$ cat src/hdl/gpio_pkg.sv
// Constants shared by the GPIO peripheral RTL
// The design only supports these values of width, pin count and clock frequency
package gpio_pkg;

	// Bus and pin widths
	localparam int unsigned ARCH_W   = 32;
	localparam int unsigned IO_COUNT = 8;

	// Debounce threshold uses every data bit except the command bit
	localparam int unsigned THRESH_W = ARCH_W - 1;

	// Clock frequency in Hz, reported to software
	localparam logic [ARCH_W-1:0] CLK_FREQ = 32'd100_000_000;

	// Bus opcodes
	localparam logic [1:0] OP_NOP = 2'd0;
	localparam logic [1:0] OP_WR  = 2'd1;
	localparam logic [1:0] OP_RD  = 2'd2;
	localparam logic [1:0] OP_RW  = 2'd3;

	// Command select for OP_RW lives in the top data bit
	localparam int unsigned CMD_BIT = ARCH_W - 1;

	localparam logic CMD_CONFIG_IO    = 1'b0; // Load mask, reply pin count
	localparam logic CMD_SET_DEBOUNCE = 1'b1; // Load threshold, reply clock frequency

endpackage

$ cat src/hdl/pin_debouncer.sv
// Single pin glitch filter. pin_i must already be synchronous to clk_i
// Output follows a new level after threshold+1 consecutive cycles
`timescale 1ns/100ps

module pin_debouncer import gpio_pkg::*; (
	input  logic                clk_i,
	input  logic                rst_i,
	input  logic                pin_i,
	input  logic [THRESH_W-1:0] thresh_i,
	output logic                pin_o
);

	logic [THRESH_W-1:0] run_cnt; // Consecutive cycles of disagreement
	logic                differ;
	logic                expired;

	assign differ = pin_i ^ pin_o;

	// Greater-or-equal also recovers when the threshold is lowered mid-count
	assign expired = (run_cnt >= thresh_i);

	always_ff @(posedge clk_i) begin
		if (rst_i) begin
			run_cnt <= '0;
			pin_o   <= 1'b0;
		end else if (!differ) begin
			run_cnt <= '0; // Input agrees again, restart the run
		end else if (expired) begin
			pin_o   <= pin_i;
			run_cnt <= '0;
		end else begin
			run_cnt <= run_cnt + 1'b1;
		end
	end

endmodule

$ cat src/hdl/pin_change_irq.sv
// Change detector on the unmasked filtered pins
// The request is sticky until a falling edge on intrdy_i
`timescale 1ns/100ps

module pin_change_irq import gpio_pkg::*; (
	input  logic                clk_i,
	input  logic                rst_i,
	input  logic [IO_COUNT-1:0] filtered_i,
	input  logic [IO_COUNT-1:0] mask_i,
	input  logic                intrdy_i,
	output logic [IO_COUNT-1:0] ival_o,
	output logic                intrqst_o
);

	logic [IO_COUNT-1:0] ival_q;   // Unmasked value from the previous cycle
	logic [IO_COUNT-1:0] changed;
	logic [IO_COUNT-1:0] change_q; // Sticky per-pin change flags
	logic                intrdy_q;
	logic                ack_fall;

	// Masked pins read as zero and never toggle the detector
	assign ival_o = filtered_i & ~mask_i;

	assign changed  = ival_o ^ ival_q;
	assign ack_fall = intrdy_q & ~intrdy_i;

	always_ff @(posedge clk_i) begin
		if (rst_i) begin
			ival_q   <= '0;
			intrdy_q <= 1'b0;
		end else begin
			ival_q   <= ival_o;
			intrdy_q <= intrdy_i;
		end
	end

	// Acknowledge wins over a change arriving in the same cycle
	always_ff @(posedge clk_i) begin
		if (rst_i)
			change_q <= '0;
		else if (ack_fall)
			change_q <= '0;
		else
			change_q <= change_q | changed;
	end

	assign intrqst_o = |change_q;

endmodule

$ cat src/hdl/gpio_regs.sv
// Bus register block. Every operation completes in the cycle it is presented
// Reply data is registered and holds until the next OP_RD or OP_RW
`timescale 1ns/100ps

module gpio_regs import gpio_pkg::*; (
	input  logic                clk_i,
	input  logic                rst_i,
	input  logic [1:0]          op_i,
	input  logic [ARCH_W-1:0]   data_i,
	output logic [ARCH_W-1:0]   data_o,
	input  logic [IO_COUNT-1:0] ival_i,
	output logic [IO_COUNT-1:0] pins_o,
	output logic [IO_COUNT-1:0] mask_o,
	output logic [THRESH_W-1:0] thresh_o
);

	logic              cmd;
	logic              wr_en;
	logic              rd_en;
	logic              cfg_en;
	logic              dbnc_en;
	logic              reply_en;
	logic [ARCH_W-1:0] reply;

	assign cmd = data_i[CMD_BIT];

	// Opcode and command decode
	always_comb begin
		wr_en   = 1'b0;
		rd_en   = 1'b0;
		cfg_en  = 1'b0;
		dbnc_en = 1'b0;
		case (op_i)
			OP_NOP: ; // Bus idle
			OP_WR:  wr_en = 1'b1;
			OP_RD:  rd_en = 1'b1;
			OP_RW: begin
				cfg_en  = (cmd == CMD_CONFIG_IO);
				dbnc_en = (cmd == CMD_SET_DEBOUNCE);
			end
			default: ;
		endcase
	end

	assign reply_en = rd_en | cfg_en | dbnc_en;

	// Reply selection
	always_comb begin
		reply = '0;
		if (rd_en)
			reply = {{(ARCH_W-IO_COUNT){1'b0}}, ival_i};
		else if (cfg_en)
			reply = ARCH_W'(IO_COUNT);
		else if (dbnc_en)
			reply = CLK_FREQ;
	end

	// Output pin levels, upper data bits are ignored
	always_ff @(posedge clk_i) begin
		if (rst_i)
			pins_o <= '0;
		else if (wr_en)
			pins_o <= data_i[IO_COUNT-1:0];
	end

	// Per-pin mask, a set bit hides the pin from reads and interrupts
	always_ff @(posedge clk_i) begin
		if (rst_i)
			mask_o <= '0;
		else if (cfg_en)
			mask_o <= data_i[IO_COUNT-1:0];
	end

	// Shared debounce threshold
	always_ff @(posedge clk_i) begin
		if (rst_i)
			thresh_o <= '0;
		else if (dbnc_en)
			thresh_o <= data_i[THRESH_W-1:0];
	end

	always_ff @(posedge clk_i) begin
		if (rst_i)
			data_o <= '0;
		else if (reply_en)
			data_o <= reply; // Held while the bus writes or idles
	end

endmodule

$ cat src/hdl/gpio_top.sv
// GPIO peripheral top. Pins are debounced, then change detected, then read over the bus
// pins_i must be synchronous to clk_i. Interrupt latency is threshold+2 edges
`timescale 1ns/100ps

module gpio_top import gpio_pkg::*; (
	input  logic                clk_i,
	input  logic                rst_i,

	// Processor bus
	input  logic [1:0]          op_i,
	input  logic [ARCH_W-1:0]   data_i,
	output logic [ARCH_W-1:0]   data_o,

	// Pads
	input  logic [IO_COUNT-1:0] pins_i,
	output logic [IO_COUNT-1:0] pins_o,
	output logic [IO_COUNT-1:0] mask_o,

	// Interrupt controller
	output logic                intrqst_o,
	input  logic                intrdy_i
);

	logic [THRESH_W-1:0] thresh;
	logic [IO_COUNT-1:0] filtered;
	logic [IO_COUNT-1:0] ival;

	// One filter per pin, all sharing the same threshold
	for (genvar i = 0; i < IO_COUNT; i++) begin : g_dbnc
		pin_debouncer pin_debouncer_inst (
			.clk_i    (clk_i),
			.rst_i    (rst_i),
			.pin_i    (pins_i[i]),
			.thresh_i (thresh),
			.pin_o    (filtered[i])
		);
	end

	pin_change_irq pin_change_irq_inst (
		.clk_i      (clk_i),
		.rst_i      (rst_i),
		.filtered_i (filtered),
		.mask_i     (mask_o),
		.intrdy_i   (intrdy_i),
		.ival_o     (ival),
		.intrqst_o  (intrqst_o)
	);

	gpio_regs gpio_regs_inst (
		.clk_i    (clk_i),
		.rst_i    (rst_i),
		.op_i     (op_i),
		.data_i   (data_i),
		.data_o   (data_o),
		.ival_i   (ival),
		.pins_o   (pins_o),
		.mask_o   (mask_o),
		.thresh_o (thresh)
	);

endmodule

$ cat config.mk
export PLATFORM = sky130hd
export DESIGN_NAME = gpio_top
export DESIGN_NICKNAME = d
export VERILOG_FILES = /design/src/hdl/gpio_pkg.sv /design/src/hdl/pin_debouncer.sv /design/src/hdl/pin_change_irq.sv /design/src/hdl/gpio_regs.sv /design/src/hdl/gpio_top.sv
export SDC_FILE = /design/constraint.sdc
export NUM_CORES = 1
export LEC_CHECK = 0
export ABC_AREA = 1
export BUFFER_PORTS_ARGS = -buffer_cell sky130_fd_sc_hd__buf_2
export CAP_MARGIN = 20
export CORE_MARGIN = 2
export CORE_UTILIZATION = 35
export CTS_CLUSTER_SIZE = 25
export DETAILED_ROUTE_END_ITERATION = 8
export PLACE_DENSITY = 0.56
export SETUP_SLACK_MARGIN = 0.5
export SLEW_MARGIN = 20
export SYNTH_ARGS = -nofsm -noshare
export SYNTH_HDL_FRONTEND = slang
export SYNTH_HIERARCHICAL = 1
export SYNTH_SLANG_ARGS = --single-unit
$ cat constraint.sdc
create_clock -name clk_i -period 2.3 [get_ports clk_i]
set_clock_uncertainty 0.15 [all_clocks]
set_input_delay 0.115 -clock clk_i [delete_from_list [all_inputs] [get_ports clk_i]]
set_output_delay 0.115 -clock clk_i [all_outputs]
set_load 0.1 [all_outputs]
==> impl_metrics.tcl <==
set metrics [dict create \
    avgSynthCellArea_sq_um 6.59 \
    area.growth.synth_to_final_pct 25.7 \
    final_layout_size_suffix_gt1_share_pct 16.4 \
    worstSetupStartpointType "register" \
    dr_total_vias 22700 \
    layout_commonest_cell "nand2_1" \
    crit_fanout 15 \
    multiInputGateArea_sq_um 15200 \
    cts.path.max_buffers 3 \
    timing_hold_violations_final 0 \
    ys_seq_elements 329 \
    synth.cell_area_sq_um 24200 \
    route.antenna.remaining_nets 0 \
    root_buffer_cell "clkbuf_16" \
    nFillCells 7126 \
    ys_types 32 \
    setup_repair_after_global_routing_missed_its_margin "yes" \
    crit_path_end_kind "register" \
    global_route.usage.total_pct 21.6 \
    ff_latch_area_sq_um 6670 \
    most-common-layout-cells "831 x nand2_1, 741 x inv_1, 480 x nor2_1" \
    initial_antenna_violation_count 1 \
    die-width_um 267 \
    finalCoreUtilization_pct 44.4 \
    synthDominantCellAreaShare_pct 27.3 \
    final-setup-viol-count 0 \
    compound_cell_area_share_of_the_yosys_netlist_pct 3.44 \
    routedWlPerCell_um 16.4 \
    cts_tree "built" \
    core_area_sq_um 68500 \
    h-tree-depth 2 \
    die_area_sq_um 71200 \
    dieHeight_um 267 \
    maxCapViolations 0 \
    final_area_sq_um 30400 \
    synth.largest_area_cell "dfxtp_1" \
    number_of_global_route_vias_before_repair 21000 \
    final_nets 4254 \
    post_synthesis_xor_xnor_area_fraction_pct 7.54 \
    ir_drop_uv 468 \
    leakagePower_uw 0.0131 \
    register_area_share_after_synthesis_pct 27.3 \
    iter_0_drt_violations 1505 \
    drc 0 \
    synth_mux_area_share_pct 0 \
    cts_inserted_buffers 43 \
    worstMarginPinSlew_ps 536 \
    gp_congestion 0.910 \
    grt_start_max_net_pins 57 \
    detail_route.wirelength_um 80100 \
    placement.io_buffers 81 \
    crit_arrival_ps 2560 \
    clock_insertion_delay_worst_skew_ps 590 \
    detail_route.first_pass.iterations 5 \
    initial_utilization_pct 35.3 \
    critPathRequiredTime_ps 2610 \
    post-route-period-util_pct 97.8 \
    fmaxAchievable_mhz 445 \
    synth_fa_ha_area_share_pct 13.3 \
    rows 96 \
    synth_top_family_by_area "simple AND/OR/NAND/NOR gates" \
    period_needed_ps 2250 \
    syn_inst 3665 \
    timing.hold.ws_ps 60.0 \
    clkSinkCount 329 \
    timing_max_transition_violations_final 0 \
    io_pins 94 \
    detail_route.vias_per_cell 4.66 \
    remaining_overflow_grt 0 \
    synth_area_leaders "dfxtp_1 27%, nand2_1 14%, ha_1 13%" \
    hold_path_class "in2reg" \
    timing.setup.critical_path_class "reg2reg" \
    global_route_wire_length_before_repair_um 118000 \
    power-per-cell-area_nw_per_um2 547 \
    postPlaceCellArea_sq_um 26400 \
    yosys.area_share.simple_pct 34.8 \
    ys_warns 6 \
    maxSlewHeadroom_pct 64.5 \
    cts.reportedPaths.clkPinSlew_ps 60 \
    hpwl_um 59600 \
    result_of_the_run "complete, no violations" \
]
-- flip-flops by register name, indices dropped and copies added, names as in the netlist --
name / count
gpio_regs_inst/thresh_o: 31
pin_change_irq_inst/change_q: 8
pin_change_irq_inst/ival_q: 8
g_dbnc.pin_debouncer_inst/run_cnt: 248
gpio_regs_inst/mask_o: 8
gpio_regs_inst/pins_o: 8
gpio_regs_inst/data_o: 9
pin_change_irq_inst/intrdy_q: 1
g_dbnc.pin_debouncer_inst/pin_o: 8
-- final cells by class --
type	count	area share, %
Antenna cell	1	0.00824
Clock buffer	54	3.91
Clock inverter	26	1.09
Inverter	767	9.49
Multi-Input combinational cell	2509	50.1
Sequential cell	329	22.0
Tap cell	882	3.63
Timing Repair Buffer	303	9.76
-- path summary, 6_finish.rpt --
path | start | end | slack [ps] | depth (start not counted)
setup / recovery | gpio_regs_inst/thresh_o[6]$_SDFFE_PP0P_ | g_dbnc[7].pin_debouncer_inst/run_cnt[6]$_SDFF_PP0_ | 50 | 15
hold reg to reg | gpio_regs_inst/data_o[2]$_SDFFE_PP0P_ | gpio_regs_inst/data_o[2]$_SDFFE_PP0P_ | 320 | 2
setup reg to reg | gpio_regs_inst/thresh_o[6]$_SDFFE_PP0P_ | g_dbnc[7].pin_debouncer_inst/run_cnt[6]$_SDFF_PP0_ | 50 | 15
hold / removal | op_i[0] | gpio_regs_inst/thresh_o[20]$_SDFFE_PP0P_ | 60 | 4
-- cells by family (layout without fill, tap and decap cells) --
family                     Yosys count  in the layout
adders and majority gates          256            256
xor gates and xnor gates           208            208
AOI/OAI and AO/OA                  160            160
DFF                                329            329
buffers and inverters              838           1150
and+or+nand+nor                   1873           1873
other                                1             13
-- cell usage after synthesis, drive strengths merged --
master / n
nand2: 921
xor2: 160
clkbuf: 1
nand3b: 24
o21ai: 8
a21oi: 144
nor4: 8
ha: 256
dfxtp: 329
nor3: 112
a21o: 8
nor2: 586
xnor2: 48
buf: 70
nand3: 124
or2: 1
conb: 1
inv: 767
nand4: 97
-- worst max-delay path, stage by stage (launching register included) --
cell and delay (ps):
dfxtp_2 350, buf_12 150, inv_1 80, ha_4 270, nand2_2 70, nor2_4 110, buf_6 110, nand3_1 60
nor2_1 110, nand2_1 60, nand2_1 70, nor2_2 50, nand4_1 100, buf_6 140, clkbuf_16 180, nor2_1 40
-- per-layer routing --
layer	GRT usage (%)	part of all wire, %	vias to the layer above
met3	2.78	6.0	125
li1	-	-	11800
met2	35.6	45	583
met4	6.67	3.2	0
met1	29.4	46	10200
met5	0	0	-
-- metrics by stage --
| stage | std cells | power [uW] | setup TNS [ps] | worst slack [ps] |
|---|---|---|---|---|
| final | 4871 | 16600 | 0 | 50.6 |
| after CTS | 4844 | 16300 | 0 | 46.1 |
| after detailed placement | 4660 | 8790 | -9.19 | -3.95 |
| after global placement | 4660 | 8790 | -106 | -9.05 |
| after global routing | 4870 | 17300 | -2520 | -60.1 |
| after floorplan | 3676 | 7980 | 0 | 463 |
-- power by group --
part | internal [uW] | total [uW] | switching [uW] | leakage (uW)
clock | 4470 | 7310 | 2840 | 0.000758
sequential | 5860 | 6110 | 248 | 0.00268
combinational | 1210 | 3190 | 1990 | 0.00962
-- repair_timing --
item	4_1_cts	5_1_grt
cloned	1	11
endpoints found under the hold margin	216	0
hold buffers	92	0
setup endpoints to repair	274	291
pin swaps	0	51
setup buffers	11	15
gates resized for setup	13	231
No activity file was read; power rests on OpenSTA's default activity.
